### config.mk
export PLATFORM = sky130hd
export DESIGN_NAME = color_worker_flat
export DESIGN_NICKNAME = d
export VERILOG_FILES = /design/src/rtl/tile_pkg.sv /design/src/rtl/color_pkg.sv /design/src/rtl/task_if.sv /design/src/rtl/color_worker.sv /design/src/flat_wrapper.sv
export VERILOG_INCLUDE_DIRS = /design/src /design/src/include
export SDC_FILE = /design/constraint.sdc
export NUM_CORES = 1
export LEC_CHECK = 0
export ABC_AREA = 1
export BUFFER_PORTS_ARGS = -buffer_cell sky130_fd_sc_hd__buf_2
export CAP_MARGIN = 40
export CORE_ASPECT_RATIO = 0.9
export CORE_MARGIN = 4
export CORE_UTILIZATION = 51
export CTS_BUF_LIST = sky130_fd_sc_hd__clkbuf_4
export DETAILED_ROUTE_END_ITERATION = 8
export GPL_TIMING_DRIVEN = 0
export PLACE_DENSITY = 0.79
export SLEW_MARGIN = 20
export SYNTH_ARGS = -nofsm -noshare
export SYNTH_HDL_FRONTEND = slang
export SYNTH_SLANG_ARGS = --single-unit
### constraint.sdc
create_clock -name clk -period 7.1 [get_ports clk]
set_clock_uncertainty 0.05 [all_clocks]
set_input_delay 0.355 -clock clk [delete_from_list [all_inputs] [get_ports clk]]
set_output_delay 0.355 -clock clk [all_outputs]
set_load 0.03 [all_outputs]
### src/include/color_params.svh
`ifndef COLOR_PARAMS_SVH
`define COLOR_PARAMS_SVH

// task queue entries
`define COLOR_QUEUE_DEPTH 64

// memory sizes in entries
`define COLOR_MAX_VERTICES 256
`define COLOR_MAX_EDGES 1024

// used-color bitmap, one bit per color
`define COLOR_BITMAP_W 32

// wishbone byte offsets
`define COLOR_REG_NUM_V 16'h0004
`define COLOR_REG_ENQ_LIMIT 16'h0024
`define COLOR_REG_START 16'h0028
`define COLOR_REG_STATUS 16'h002C
// four words per vertex record
`define COLOR_VTX_BASE 16'h1000
`define COLOR_EDGE_BASE 16'h2000

`endif
### src/rtl/tile_pkg.sv
package tile_pkg;

   typedef enum logic [1:0] {
      RW_IDLE,
      RW_READ,
      RW_UPDATE,
      RW_HANDOFF
   } rw_state_e;

   typedef enum logic [1:0] {
      WK_IDLE,
      WK_EXPAND,
      WK_WALK
   } worker_state_e;

   // what the worker does with a job
   typedef enum logic [1:0] {
      JOB_ENQ,
      JOB_DEGREE,
      JOB_COLOR
   } job_kind_e;

endpackage

### src/rtl/color_pkg.sv
package color_pkg;

   typedef enum logic [1:0] {
      ENQ = 2'd0,
      SEND_DEGREE = 2'd1,
      RECV_DEGREE = 2'd2,
      RECV_COLOR = 2'd3
   } task_type_e;

   // host word 0 is eo_begin, word 3 holds degree and color
   typedef struct packed {
      logic [31:0] eo_begin;
      logic [15:0] deg_pending;
      logic [15:0] col_pending;
      logic [31:0] scratch;
      logic [15:0] degree;
      logic [15:0] color;
   } vertex_rec_t;

   // arg is the enq start or the sender degree
   typedef struct packed {
      task_type_e ttype;
      logic [15:0] locale;
      logic [15:0] arg;
      logic [15:0] sender_id;
      logic [15:0] sender_color;
   } color_task_t;

endpackage

### src/rtl/task_if.sv
`timescale 1ns/1ns

interface task_if import color_pkg::*, tile_pkg::*; ();

   logic valid;
   logic ready;
   color_task_t t;
   job_kind_e kind;

   // payload holds from valid until the transfer
   modport src (
      output valid,
      output t,
      output kind,
      input ready
   );

   modport snk (
      input valid,
      input t,
      input kind,
      output ready
   );

endinterface

### src/rtl/color_worker.sv
`timescale 1ns/1ns
`include "color_params.svh"

module color_worker import color_pkg::*, tile_pkg::*; (
   input logic clk,
   input logic rstn,
   task_if.snk job,
   task_if.src tout,
   output logic e_en,
   output logic [$clog2(`COLOR_MAX_EDGES)-1:0] e_addr,
   input logic [31:0] e_rdata,
   input logic [15:0] num_v,
   input logic [15:0] enq_limit,
   output logic idle
);

   localparam int EW = $clog2(`COLOR_MAX_EDGES);

   worker_state_e state;
   job_kind_e kind_q;
   logic [15:0] ptr, last, loc_q;
   logic [15:0] s_id, s_deg, s_col;
   logic [16:0] enq_end;
   logic cont;
   logic out_v;
   logic out_enq;
   logic more;
   logic advance;
   logic step;

   assign enq_end = {1'b0, job.t.arg} + {1'b0, enq_limit};

   // ptr walks vertex ids in EXPAND and edge addresses in WALK
   assign more = (ptr != last) || cont;
   // a stalled child freezes ptr and the edge read data
   assign advance = !out_v || tout.ready;
   assign step = (state != WK_IDLE) && more && advance;

   assign e_en = step && (state == WK_WALK);
   assign e_addr = ptr[EW-1:0];
   assign job.ready = (state == WK_IDLE);
   assign idle = (state == WK_IDLE);

   always_ff @(posedge clk) begin
      if (!rstn) begin
         state <= WK_IDLE;
         out_v <= 1'b0;
         cont <= 1'b0;
      end else begin
         if (advance) begin
            out_v <= step;
         end
         if (state == WK_IDLE) begin
            if (job.valid && job.kind == JOB_ENQ) begin
               state <= WK_EXPAND;
               cont <= (enq_end < {1'b0, num_v});
            end else if (job.valid) begin
               state <= WK_WALK;
            end
         end else begin
            // continuation ENQ goes out after the last vertex
            if (step && ptr == last) begin
               cont <= 1'b0;
            end
            if (!more && advance) begin
               state <= WK_IDLE;
            end
         end
      end
   end

   always_ff @(posedge clk) begin
      if (state == WK_IDLE && job.valid) begin
         kind_q <= job.kind;
         s_id <= job.t.sender_id;
         s_deg <= job.t.arg;
         s_col <= job.t.sender_color;
         if (job.kind == JOB_ENQ) begin
            ptr <= job.t.arg;
            last <= (enq_end < {1'b0, num_v}) ? enq_end[15:0] : num_v;
         end else begin
            ptr <= job.t.locale;
            last <= job.t.locale + job.t.arg;
         end
      end else if (step) begin
         loc_q <= ptr;
         out_enq <= (ptr == last);
         if (ptr != last) begin
            ptr <= ptr + 1'b1;
         end
      end
   end

   always_comb begin
      tout.t = '0;
      tout.kind = kind_q;
      if (state == WK_WALK) begin
         tout.t.ttype = (kind_q == JOB_DEGREE) ? RECV_DEGREE : RECV_COLOR;
         tout.t.locale = e_rdata[15:0];
         tout.t.arg = s_deg;
         tout.t.sender_id = s_id;
         tout.t.sender_color = s_col;
      end else if (out_enq) begin
         tout.t.ttype = ENQ;
         tout.t.arg = loc_q;
      end else begin
         tout.t.ttype = SEND_DEGREE;
         tout.t.locale = loc_q;
      end
   end

   assign tout.valid = out_v;

endmodule

### src/flat_wrapper.sv
// flat-port wrapper written by rule: the top's interface ports become plain ports
module color_worker_flat import color_pkg::*, tile_pkg::*;
  (clk, rstn, e_en, e_addr, e_rdata, num_v, enq_limit, idle, job_valid, job_t, job_kind, job_ready, tout_valid, tout_t, tout_kind, tout_ready);
  task_if job_i ();
  task_if tout_i ();
  input logic clk;
  input logic rstn;
  output logic e_en;
  output logic [$clog2(`COLOR_MAX_EDGES)-1:0] e_addr;
  input logic [31:0] e_rdata;
  input logic [15:0] num_v;
  input logic [15:0] enq_limit;
  output logic idle;
  input wire logic [$bits(job_i.valid)-1:0] job_valid;
  input wire logic [$bits(job_i.t)-1:0] job_t;
  input wire logic [$bits(job_i.kind)-1:0] job_kind;
  output wire logic [$bits(job_i.ready)-1:0] job_ready;
  output wire logic [$bits(tout_i.valid)-1:0] tout_valid;
  output wire logic [$bits(tout_i.t)-1:0] tout_t;
  output wire logic [$bits(tout_i.kind)-1:0] tout_kind;
  input wire logic [$bits(tout_i.ready)-1:0] tout_ready;
  assign job_i.valid = job_valid;
  assign job_i.t = job_t;
  assign job_i.kind = job_kind;
  assign job_ready = job_i.ready;
  assign tout_valid = tout_i.valid;
  assign tout_t = tout_i.t;
  assign tout_kind = tout_i.kind;
  assign tout_i.ready = tout_ready;
  color_worker u_core (.clk(clk), .rstn(rstn), .job(job_i), .tout(tout_i), .e_en(e_en), .e_addr(e_addr), .e_rdata(e_rdata), .num_v(num_v), .enq_limit(enq_limit), .idle(idle));
endmodule
=== After elaboration in Yosys (flattened, before gate mapping) ===
Index checks and enable logic that the tools add are counted.

* Register bits after elaboration: 103
* Output and inout port bits: 82

* Add/sub/neg operators: 3
* Magnitude comparators: 1
* Equal/unequal tests: 6
* Mux-type cells: 19
* Bitwise logic cells: 1
* Reduce and logical (&&, ||, !) cells: 22

{| class="wikitable"
|+ Operators by type and width
! kind !! number
|-
| 2-to-1 mux 16 bit || 8
|-
| 2-to-1 mux 34 bit || 1
|-
| 2-to-1 mux 32 bit || 1
|-
| adder 16 x 16 -> 17 bit || 1
|-
| < comparator 17 x 16 -> 1 bit || 1
|-
| adder 16 x 1 -> 16 bit (second input constant) || 1
|-
| adder 16 bit || 1
|-
| equality test 16 bit || 1
|-
| inequality test 16 bit || 1
|-
| nonzero test 2 bit || 5
|-
| 2-to-1 mux 2 bit || 4
|-
| AND reduction 2 bit || 4
|-
| logical AND 1 bit || 7
|-
| 2-to-1 mux 1 bit || 5
|-
| logical NOT 2 bit || 2
|-
| inequality test 3 x 1 -> 1 bit (second input constant) || 1
|-
| equality test 2 x 1 -> 1 bit (second input constant) || 1
|-
| equality test 2 bit (second input constant) || 1
|-
| logical NOT 1 bit || 2
|-
| logical OR 1 bit || 2
|-
| inequality test 2 x 1 -> 1 bit (second input constant) || 1
|-
| inverter 1 bit || 1
|}

=== Logic depth before layout (Yosys ltp) ===
Gate-level depths: netlist (run 1).

* Word-level depth: 7
* Gate-level depth with buffers: 24

=== Least setup slack after synthesis (run 1) ===
Ideal clock, no wire load.

* Path type: input port to flip-flop
* Start: input port job_t[32]
* End: register u_core.last[8] (data pin)
* Library setup time: 0.256 ns
* Data arrival time: 2.903 ns
* Path slack: 3.891 ns
* Stages on the path: 22
* Path buffers: 1
* Cell sequence: ha_1 fa_1 nand2_2 nand2_2 a21oi_4 o21bai_1 nand2_1 nand4_1 nand2_1 inv_1 ha_1 a21oi_1 nor2_1 a211oi_1 nand2_1 nand2_1 nand2_1 nand2_4 buf_2 nand3_1 nand3_1 nand2_1

* Word-level cells in the longest chain between the ends: 4

{| class="wikitable"
|+ Ends and longest elaborated chain
! item !! line !! text
|-
| start: declaration || flat_wrapper.sv:15 || <nowiki>input wire logic [$bits(job_i.t)-1:0] job_t;</nowiki>
|-
| adder 16 x 16 -> 17 bit || color_worker.sv:31 || <nowiki>assign enq_end = {1'b0, job.t.arg} + {1'b0, enq_limit};</nowiki>
|-
| < comparator 17 x 16 -> 1 bit || color_worker.sv:80 || <nowiki>last <= (enq_end < {1'b0, num_v}) ? enq_end[15:0] : num_v;</nowiki>
|-
| 2-to-1 mux 16 bit || color_worker.sv:80 ||
|-
| 2-to-1 mux 16 bit (*) || color_worker.sv:78 || <nowiki>if (job.kind == JOB_ENQ) begin</nowiki>
|-
| end signal: assignment || color_worker.sv:80 ||
|-
| end signal: assignment || color_worker.sv:83 || <nowiki>last <= job.t.locale + job.t.arg;</nowiki>
|-
| end: declaration || color_worker.sv:21 || <nowiki>logic [15:0] ptr, last, loc_q;</nowiki>
|}

Every way passes the cells marked *; elsewhere a longest branch is shown, timed or not.
A chain may end at the register's enable or synchronous reset.

=== Worst setup path after layout (run 1) ===
* Start: input port job_t[32]
* End: register u_core.last[14] (data pin)

Same word-level chain as after synthesis.

==> results of run 1 <==
state kept, by name, summed over array words and instances, names as in the netlist:
signal,cells
u_core.tout.valid,1
u_core.ptr,16
u_core.cont,1
u_core.tout.kind,2
u_core.s_deg,16
u_core.last,16
u_core.s_col,16
u_core.loc_q,16
u_core.s_id,16
u_core.state,2
u_core.out_enq,1
worst reg2reg max path, delay by kind of cell (launching register included):
family	cells	cell delay (ps)
buffers and inverters	2	350
AO/OA/AOI/OAI	2	410
flip-flops	1	500
AND/OR/NAND/NOR	5	790
final cells by class:
class	instances	area [um^2]	area share, %
inverters	145	549.3	6.211
clock inverters	5	32.53	0.3679
multi-input cells	596	3421	38.68
well taps	189	236.5	2.674
plain buffers	32	186.4	2.108
clock buffers	11	82.58	0.9338
repair buffers	227	1277	14.45
diodes	2	5.005	0.05659
flip-flops and latches	103	3053	34.52
cell usage in the layout (no fill, tap or decap), drive strengths merged:
cell and count:
xnor2 11, a221oi 1, a21oi 47, and3 1, o21ai 61, nor3 8, fa 2, inv 144
nand3 68, a22oi 14, clkbuf 25, edfxtp 99, dfxtp 4, xor2 17, diode 2, o221ai 1
nand4 4, a31oi 1, o21a 1, buf 218, o31ai 3, nand2 209, clkinv 6, a21o 6
dlygate4sd3 27, or2 9, o211ai 2, a211oi 2, nand3b 3, o21bai 5, nor2 71, nor4 2
ha 47
per-stage QoR:
stage	setup WS (ps)	utilization [%]	power (mW)	cells	hold slack, ps
after floorplan	3891	-	1.298	876	402.5
after global placement	3135	62.18	1.476	1264	415.6
after CTS	3808	64.35	1.760	1297	0.002054
final	3774	65.20	1.766	1310	37.06
after global routing	3465	65.20	1.880	1310	3.939
after detailed placement	3321	62.32	1.495	1265	424.6
repair_timing:
| action | CTS | global route |
|---|---|---|
| hold endpoints to repair | 16 | 11 |
| gates resized for setup | 0 | 0 |
| hold buffers | 16 | 11 |
power groups by stage:
stage / Sequential [mW] / Combinational, mW / Clock, mW
floorplan: 0.811 / 0.487 / 0
global placement: 0.824 / 0.652 / 0
detailed placement: 0.825 / 0.670 / 0
CTS: 0.810 / 0.679 / 0.271
global route: 0.819 / 0.764 / 0.298
finish: 0.812 / 0.685 / 0.269
layer usage:
metal	GRT usage [%]	up-vias
li1	-	3367
met1	31.07	2927
met2	37.50	219
met3	3.369	20
met4	6.105	0
met5	0	-
kinds of logic after synthesis:
family | Yosys count
compound gates | 144
buf+inv | 177
xor+xnor | 28
fa+ha+maj | 49
flops | 103
simple gates | 375
worst max-delay path by stage:
stage	startpoint	endpoint	slack, ps	cells past startpoint
6_report	job_t[32]	u_core.last[14]$_DFFE_PP_	3770	22
5_1_grt	job_t[32]	u_core.last[10]$_DFFE_PP_	3470	23
4_1_cts	job_t[32]	u_core.last[14]$_DFFE_PP_	3810	22
3_5_place_dp	job_t[32]	u_core.last[14]$_DFFE_PP_	3320	22
3_3_place_gp	job_valid	u_core.ptr[0]$_DFFE_PP_	3130	5
2_1_floorplan	job_t[32]	u_core.last[8]$_DFFE_PP_	3890	22
==> results.py, run 1 <==
metrics = {
    "synthesis": {
        "synth_xor_area_share_pct": 3.406,
        "synth_most_common_cell": "nand2_1",
        "synth.distinct_cells": 52,
        "synthMuxAreaShare_pct": 0,
        "ys_ff_latch": 103,
        "syn-mean-instance-area_um2": 8.220,
        "yosys_most_used_dff": "edfxtp_1",
        "synth_common_cells": "nand2_1, inv_1, edfxtp_1",
        "synth_top_area_cell": "edfxtp_1",
        "synth_area_um2": 7201,
        "synth_simple_gate_area_share_pct": 23.48,
        "syn_inst": 876,
        "synth_area_leaders": "edfxtp_1, nand2_1, ha_1, inv_1, nand3_1",
        "synth_warnings": 0,
        "synth-edff-count": 99,
        "synth_top_area_share_pct": 41.29,
        "synth_top_family_by_area": "simple AND/OR/NAND/NOR gates",
        "synth_fa_ha_area_share_pct": 8.723,
        "syn_nets": 1061,
        "yosysSeqAreaShare_pct": 42.40,
        "async_flop_share_pct": 0,
        "synth_compound_area_share_pct": 11.85,
    },
    "sta": {
        "rsz0062_at_grt": "false",
        "period_minus_slack_ps": 3326,
        "max_freq_mhz": 300.7,
        "tightest_slew_ps": 659.9,
        "setup_viol": 0,
        "tns_ps": 0,
        "period_share_pct": 46.84,
        "finalHoldViolCount": 0,
        "slew_viol_final": 0,
        "relSlewSlack_pct": 56.01,
    },
    "critical_path": {
        "critPathKind": "in -> reg",
        "path_buf_inv": 3,
        "critPathArrivalTime_ps": 3480,
        "r2r_start": "u_core.ptr[13]$_DFFE_PP_",
        "worstPathMaxFanout": 10,
        "regToRegEndpoint": "u_core.loc_q[13]$_DFFE_PP_",
        "cpMostUsedCell": "nand2_1",
        "crit_slowest_cell": "fa_1",
        "cp-start-kind": "input pin",
        "path_cells": "buf_2 > ha_1 > fa_1 > nand2_2 > nand2_2 > a21oi_4 > o21ai_2 > xor2_1 > inv_1 > ha_1 > a21o_1 > nor2_1 > nand3_1 > nand2_1 > nand2_1 > nand2_1 > nand2_1 > nand2_4 > buf_2 > nand3_1 > nand3_1 > nand2_1",
        "reg2reg_setup_slack_ps": 4690,
        "cp-end-kind": "flop",
        "ff2ff_path_depth": 9,
        "crit_family": "simple AND/OR/NAND/NOR gates",
        "max_stage_delay_ps": 410,
        "cp.required_ps": 7260,
    },
    "final_layout": {
        "fillCellCount": 1211,
        "fin_nets": 1299,
        "area_growth_pct": 22.81,
        "final_area_um2": 8843,
        "drive_above_1_share_pct": 25.29,
    },
    "placement": {
        "placed_cell_area_um2": 8453,
        "hpwl_um": 15130,
        "globalplace.congestion": 0.9213,
        "numPortBuffers": 199,
    },
    "floorplanning": {
        "rows": 40,
        "fp.dieH_um": 120.7,
        "core_um2": 13560,
        "initial_core_util_pct": 53.09,
        "dieArea_um2": 16090,
        "die_w_um": 133.3,
        "ioPinCount": 218,
    },
    "clocking": {
        "cts_buffers": 9,
        "ctsHtreeMaxLevel": 3,
        "clk_latency_ps": 450,
        "path_clk_slew_ps": 140,
        "post-cts-setup-buffer-count": 0,
        "clock_sinks": 103,
        "root_buffer": "clkbuf_4",
        "cts_tree": "built",
        "ctsLongestPathBuffers": 2,
    },
    "route": {
        "wl_met2_um": 8939,
        "vias_per_cell": 4.987,
        "routedWlPerCell_um": 14.32,
        "met3WireLength_um": 1219,
        "drt-pass1-iter-count": 5,
        "postRouteAntennaNets": 0,
        "route.vias.total": 6533,
        "top_layer_used": "met4",
        "drt-met1-wl_um": 8289,
        "drcViolationCount": 0,
        "drt_iter0_markers": 540,
        "wl_um": 18760,
    },
    "grt": {
        "antenna_found_initial": 2,
        "grt_pass1_vias": 6201,
        "grt_usage_pct": 22.58,
        "grt_pass1_wl_um": 29470,
        "grt_max_degree": 76,
        "gr-total-overflow": 0,
    },
    "power": {
        "p_leak_nw": 4.452,
        "clkPwrFrac_pct": 15.2,
        "p_seq_share_pct": 46.0,
        "p_comb_share_pct": 38.8,
        "vdd_drop_max_v": 0.00009101,
        "power.density_nw_per_um2": 199.7,
        "power_switching_uw": 681.4,
        "swShare_pct": 38.58,
        "p_int_mw": 1.085,
    },
    "min_path": {
        "min_delay_path_depth": 1,
        "holdPathEnd": "u_core.s_id[14]$_DFFE_PP_",
        "min_path_type": "in -> reg",
        "worstHoldStart": "job_t[30]",
    },
    "status": {
        "status": "finished clean",
    },
    "job": {
        "maxCapViolations": 0,
    },
}
No activity file was read; power rests on OpenSTA's default activity.
==> run 2, diff against run 1 <==
- CORE_UTILIZATION: 51 -> 49
- PLACE_DENSITY: 0.79 -> 0.8
- clock period: 7.1 -> 2.8 ns (I/O delays scaled with it)
==> run 2 against run 1 <==
  * Sequential share of layout area shrank 3.3 points
  * Sequential power grew to 2.5 times the previous value
  * First-iteration DRC count grew 18%
  * Clock power grew to 3.3 times the previous value
  * Non-clock buffer count grew 54
  * Total power grew to 2.8 times the previous value
  * Hold slack lost 4.3 ps
  * Global-route usage grew 0.94 points
  * Worst setup slack lost 3800 ps
  * Utilization grew 3.6 points
  * Critical path depth is the same
  * Critical endpoint is now u_core.last[0]$_DFFE_PP_
==> results.py, run 2 (synthesized netlist as in run 1, its figures left out) <==
metrics = {
    "route": {
        "routedWlPerCell_um": 15.46,
        "vias_per_cell": 5.116,
        "postRouteAntennaNets": 0,
        "drt-pass1-iter-count": 6,
        "route.vias.total": 7004,
        "drt_iter0_markers": 638,
        "drcViolationCount": 0,
        "wl_um": 21170,
    },
    "placement": {
        "placed_cell_area_um2": 8487,
        "numPortBuffers": 199,
        "hpwl_um": 15320,
        "dp.cells": 1269,
        "pre_cts_slack_ps": -634.6,
        "globalplace.congestion": 0.9222,
    },
    "critical_path": {
        "crit_slowest_cell": "fa_2",
        "worstPathMaxFanout": 7,
        "path_cells": "buf_8 > ha_4 > fa_2 > nand2_2 > nand2_2 > a21oi_4 > o21ai_4 > xor2_1 > inv_1 > ha_4 > a21o_1 > nor2_2 > nand3_2 > nand2_1 > nand2_1 > nand2_1 > nand2_2 > nand2_4 > buf_6 > nand3_1 > nand3_1 > nand2_1",
        "reg2reg_setup_slack_ps": 250,
        "cp-end-kind": "flop",
        "path_buf_inv": 3,
        "cp-start-kind": "input pin",
        "max_stage_delay_ps": 370,
        "critPathArrivalTime_ps": 2980,
        "cp.required_ps": 3000,
        "critPathKind": "in -> reg",
        "crit_family": "simple AND/OR/NAND/NOR gates",
        "cpMostUsedCell": "nand2_1",
    },
    "clocking": {
        "clk_latency_ps": 470,
        "ctsLongestPathBuffers": 2,
        "root_buffer": "clkbuf_4",
        "ctsHtreeMaxLevel": 3,
        "path_clk_slew_ps": 160,
        "cts_buffers": 9,
        "cts_tree": "built",
        "clock_sinks": 103,
    },
    "power": {
        "vdd_drop_max_v": 0.0002604,
        "swShare_pct": 37.96,
        "p_seq_share_pct": 41.2,
        "p_leak_nw": 4.777,
        "p_int_mw": 3.094,
        "p_comb_share_pct": 40.9,
        "clkPwrFrac_pct": 17.8,
        "power_switching_mw": 1.893,
        "power.density_nw_per_um2": 510.0,
    },
    "sta": {
        "period_minus_slack_ps": 2786,
        "tightest_slew_ps": 667.1,
        "finalHoldViolCount": 0,
        "fin_ws_ps": 14.49,
        "rsz0062_at_grt": "true",
        "period_share_pct": 99.48,
        "max_freq_mhz": 359.0,
        "relSlewSlack_pct": 55.53,
        "setup_viol": 0,
        "slew_viol_final": 0,
        "timing.hold.ws_ps": 32.77,
    },
    "grt": {
        "gr-total-overflow": 0,
        "grt_usage_pct": 23.52,
        "grt_pass1_wl_um": 31220,
        "grt_max_degree": 76,
        "grt_pass1_vias": 6534,
        "antenna_found_initial": 1,
    },
    "floorplanning": {
        "ioPinCount": 218,
        "initial_core_util_pct": 50.67,
        "rows": 41,
        "core_um2": 14210,
        "dieArea_um2": 16700,
        "die_w_um": 135.8,
        "fp.dieH_um": 123.0,
    },
    "final_layout": {
        "final_cell_mix": "buf_2, nand2_1, inv_1, edfxtp_1, dlygate4sd3_1",
        "layout.cells.non_filler": 1369,
        "fillCellCount": 1094,
        "area_growth_pct": 35.81,
        "fin_nets": 1353,
        "drive_above_1_share_pct": 29.58,
        "multi_input_area_um2": 3736,
        "ff_latch_area_um2": 3053,
        "final_common_cell": "buf_2",
        "final_area_um2": 9779,
    },
    "min_path": {
        "min_path_type": "in -> reg",
    },
    "job": {
        "maxCapViolations": 0,
    },
    "status": {
        "status": "finished clean",
    },
}
## run 2: cell types whose count changed in the layout (fill, tap and decap cells not counted), moves of 4 or more
cell           change
dlygate4sd3_1     +41
nand3_1           -16
nand3_2           +16
nand2_1           -11
buf_4             +10
ha_1               -7
ha_4               +7
nand2_4            +6
nand2_2            +5
buf_6              +4
nor2_1             -4
## run 2: metrics by stage
step | power, mW | TNS (ps) | utilization, %
after global placement | 3.749 | -16170 | 59.59
after floorplan | 3.299 | -212.8 | -
after CTS | 4.774 | 0 | 66.09
after detailed placement | 3.798 | -9474 | 59.73
final | 4.988 | 0 | 68.82
after global routing | 5.259 | -1010 | 68.79
## run 2: metal layers
| metal | track usage [%] | routed length, um | vias to the layer above | share of wire, % |
|---|---|---|---|---|
| li1 | - | - | 3471 | - |
| met1 | 30.61 | 8641 | 3158 | 41 |
| met2 | 41.11 | 10270 | 317 | 49 |
| met3 | 2.685 | 1566 | 58 | 7.4 |
| met4 | 7.872 | 689 | 0 | 3.3 |
| met5 | 0 | 0 | - | 0 |
## run 2: worst paths after layout
check	start	to	cells past startpoint
setup / recovery	job_t[32]	u_core.last[0]$_DFFE_PP_	22
hold / removal	job_t[56]	u_core.ptr[8]$_DFFE_PP_	3
setup reg to reg	u_core.state[1]$_SDFFE_PN0P_	u_core.ptr[3]$_DFFE_PP_	7
hold reg to reg	u_core.state[0]$_SDFFE_PN0P_	u_core.state[0]$_SDFFE_PN0P_	2
## run 2: area by class of cell
type                            count  share of cell area (%)
Tap cell                          193                   2.469
Inverter                          145                   5.617
Clock buffer                       10                  0.7677
Clock inverter                      6                  0.9468
Buffer                             32                   2.021
Multi-Input combinational cell    596                   38.20
Timing Repair Buffer              281                   18.68
Sequential cell                   103                   31.22
Antenna cell                        3                 0.07677
## run 2: worst register-to-register path: stages, from the launching register on
cell	delay (ps)
dfxtp_1	350
nor2_1	320
nand2_1	140
nor2_1	460
buf_2	330
a22oi_1	130
dlygate4sd3_1	590
nand2_1	60
## run 2: power groups by stage
stage | logic, mW | clock network, mW | registers [mW]
2_1_floorplan | 1.24 | 0 | 2.05
3_3_place_gp | 1.66 | 0 | 2.09
3_5_place_dp | 1.71 | 0 | 2.09
4_1_cts | 1.84 | 0.887 | 2.05
5_1_grt | 2.23 | 0.951 | 2.08
6_report | 2.04 | 0.889 | 2.06
## run 2: what timing repair did
action                                  CTS  global route
pin swaps                                 3            30
endpoints found under the hold margin    66             1
gates resized for setup                   5            62
buffers inserted                          6             5
gates cloned                              0             2
endpoints found under the setup margin   10            17
hold buffers                             67             1
==> run 3, diff against run 2 <==
--- a/config.mk
+++ b/config.mk
@@ -12,3 +12,3 @@
 export CORE_ASPECT_RATIO = 0.9
-export CORE_MARGIN = 4
+export CORE_MARGIN = 3
 export CORE_UTILIZATION = 49
@@ -17,3 +17,3 @@
 export GPL_TIMING_DRIVEN = 0
-export PLACE_DENSITY = 0.8
+export PLACE_DENSITY = 0.77
 export SLEW_MARGIN = 20
==> constraint.sdc (replaced) <==
create_clock -name clk -period 2.8 [get_ports clk]
set_clock_uncertainty 0.05 [all_clocks]
set_input_delay 0.42 -clock clk [delete_from_list [all_inputs] [get_ports clk]]
set_output_delay 0.42 -clock clk [all_outputs]
set_load 0.03 [all_outputs]
==> run 3 against run 2 <==
  * The flow now finishes with violations (negative setup slack)
  * Combinational power increased by 4%
  * Worst setup slack got worse by 340 ps
  * Non-clock buffer count decreased by 32
  * Largest cell class unchanged
  * Hold slack improved by 35 ps
  * Utilization decreased by 3.0 points
  * First-iteration DRC count decreased by 1.6%
  * Largest power group is now combinational cells
  * Maximum frequency decreased by 11%
  * Sequential share of layout area increased by 1.4 points
  * Global-route usage decreased by 0.50 points
  * Critical path type unchanged
  * Routed wire length decreased by 6.0%
==> results.py, run 3 (synthesized netlist as in run 1, its figures left out) <==
metrics = {
    "placement": {
        "numPortBuffers": 199,
        "pre_cts_slack_ps": -864.8,
        "hpwl_um": 15200,
        "dp.cells": 1269,
        "globalplace.congestion": 0.9317,
    },
    "critical_path": {
        "cp-start-kind": "input pin",
        "worstPathMaxFanout": 5,
        "crit_family": "simple AND/OR/NAND/NOR gates",
        "regToRegEndpoint": "u_core.ptr[9]$_DFFE_PP_",
        "cp-end-kind": "flop",
        "crit_slowest_cell": "fa_2",
        "path_buf_inv": 4,
        "ff2ff_path_depth": 7,
        "max_stage_delay_ps": 340,
        "critPathKind": "in -> reg",
        "reg2reg_setup_slack_ps": 630,
        "r2r_start": "u_core.state[0]$_SDFFE_PN0P_",
        "critPathArrivalTime_ps": 3310,
        "cp.required_ps": 2980,
    },
    "job": {
        "maxCapViolations": 0,
    },
    "clocking": {
        "ctsLongestPathBuffers": 2,
        "clock_sinks": 103,
        "clk_latency_ps": 470,
        "ctsHtreeMaxLevel": 3,
        "cts_tree": "built",
        "path_clk_slew_ps": 170,
        "cts_buffers": 9,
        "root_buffer": "clkbuf_4",
    },
    "route": {
        "top_layer_used": "met4",
        "drt_iter0_markers": 628,
        "drt-pass1-iter-count": 5,
        "route.vias.total": 6749,
        "postRouteAntennaNets": 0,
        "routedWlPerCell_um": 14.90,
        "drt-met1-wl_um": 8391,
        "met3WireLength_um": 1482,
        "wl_um": 19900,
        "vias_per_cell": 5.055,
        "drcViolationCount": 0,
        "wl_met2_um": 9580,
    },
    "final_layout": {
        "ff_latch_area_um2": 3053,
        "area_growth_pct": 29.92,
        "drive_above_1_share_pct": 34.01,
        "fillCellCount": 1201,
        "multi_input_area_um2": 3749,
        "final_cell_mix": "buf_2, nand2_1, inv_1, edfxtp_1, nor2_1",
        "fin_nets": 1321,
        "final_common_cell": "buf_2",
        "layout.cells.non_filler": 1335,
    },
    "min_path": {
        "min_delay_path_depth": 1,
        "holdPathEnd": "u_core.s_id[3]$_DFFE_PP_",
        "worstHoldStart": "job_t[19]",
        "min_path_type": "in -> reg",
    },
    "power": {
        "p_seq_share_pct": 41.6,
        "p_comb_share_pct": 43.4,
        "clkPwrFrac_pct": 15.0,
        "swShare_pct": 39.06,
        "power_switching_mw": 1.906,
        "p_int_mw": 2.974,
        "power.density_nw_per_um2": 521.6,
        "p_leak_nw": 4.660,
        "power_mw": 4.880,
        "vdd_drop_max_v": 0.0002405,
    },
    "status": {
        "violations": "negative setup slack",
        "status": "complete, but fails checks",
    },
    "sta": {
        "period_minus_slack_ps": 3128,
        "max_freq_mhz": 319.7,
        "slew_viol_final": 0,
        "period_share_pct": 111.7,
        "relSlewSlack_pct": 57.07,
        "rsz0062_at_grt": "true",
        "tightest_slew_ps": 641.5,
        "timing.hold.ws_ps": 67.36,
        "fin_ws_ps": -328.1,
        "tns_ps": -3987,
        "finalHoldViolCount": 0,
        "setup_viol": 17,
    },
    "floorplanning": {
        "initial_core_util_pct": 50.67,
        "ioPinCount": 218,
        "die_w_um": 133.8,
        "rows": 41,
        "dieArea_um2": 16190,
        "fp.dieH_um": 121.0,
        "core_um2": 14210,
    },
    "grt": {
        "antenna_found_initial": 1,
        "grt_pass1_vias": 6119,
        "gr-total-overflow": 0,
        "grt_usage_pct": 23.02,
        "grt_max_degree": 76,
        "grt_pass1_wl_um": 29920,
    },
}
-- run 3: changes by cell type in the layout (fill, tap and decap cells not counted), moves of 4 or more --
cell	previous run	this run
dlygate4sd3_1	68	0
buf_4	21	57
nand3_2	18	12
nand3_1	50	55
clkinv_4	1	5
-- run 3: power groups by stage --
| stage | combinational [mW] | clock, mW | sequential [mW] |
|---|---|---|---|
| after floorplan | 1.24 | 0 | 2.05 |
| after global placement | 1.66 | 0 | 2.09 |
| after detailed placement | 1.71 | 0 | 2.09 |
| after CTS | 1.87 | 0.744 | 2.05 |
| after global routing | 2.31 | 0.796 | 2.05 |
| final | 2.12 | 0.730 | 2.03 |
-- run 3: per-stage QoR --
step | area [um^2] | util [%]
final | 9355 | 65.84
after global routing | 9355 | 65.84
after CTS | 8944 | 62.94
after detailed placement | 8487 | 59.73
after global placement | 8468 | 59.59
after floorplan | 7231 | -
-- run 3: layer usage --
layer | track usage [%] | vias to the layer above
met3 | 2.570 | 33
met2 | 38.35 | 272
met5 | 0 | -
li1 | - | 3400
met1 | 31.34 | 3044
met4 | 8.098 | 0
-- run 3: cell type report --
class | count | share of cell area (%)
plain buffers | 31 | 2.086
clock inverters | 7 | 0.7088
well taps | 193 | 2.581
clock buffers | 9 | 0.7222
flip-flops and latches | 103 | 32.63
repair buffers | 250 | 15.30
inverters | 145 | 5.871
diodes | 1 | 0.02675
multi-input cells | 596 | 40.07
-- run 3: what timing repair did --
| item | 4_1_cts | 5_1_grt |
|---|---|---|
| pin swaps | 20 | 27 |
| hold buffers | 0 | 0 |
| resized for setup | 29 | 40 |
| cloned | 1 | 0 |
| buffers inserted | 18 | 32 |
| setup endpoints to repair | 18 | 34 |
| hold endpoints to repair | 0 | 0 |
-- run 3: how the worst max path moves through the flow --
stage	from	slack, ps	end	cells past startpoint
finish	job_t[32]	-330	u_core.last[13]$_DFFE_PP_	25
global route	job_t[35]	-410	u_core.last[13]$_DFFE_PP_	24
CTS	job_t[32]	-260	u_core.last[9]$_DFFE_PP_	25
detailed placement	job_t[32]	-860	u_core.last[12]$_DFFE_PP_	23
global placement	job_t[32]	-820	u_core.last[8]$_DFFE_PP_	23
floorplan	job_t[32]	-320	u_core.last[8]$_DFFE_PP_	22
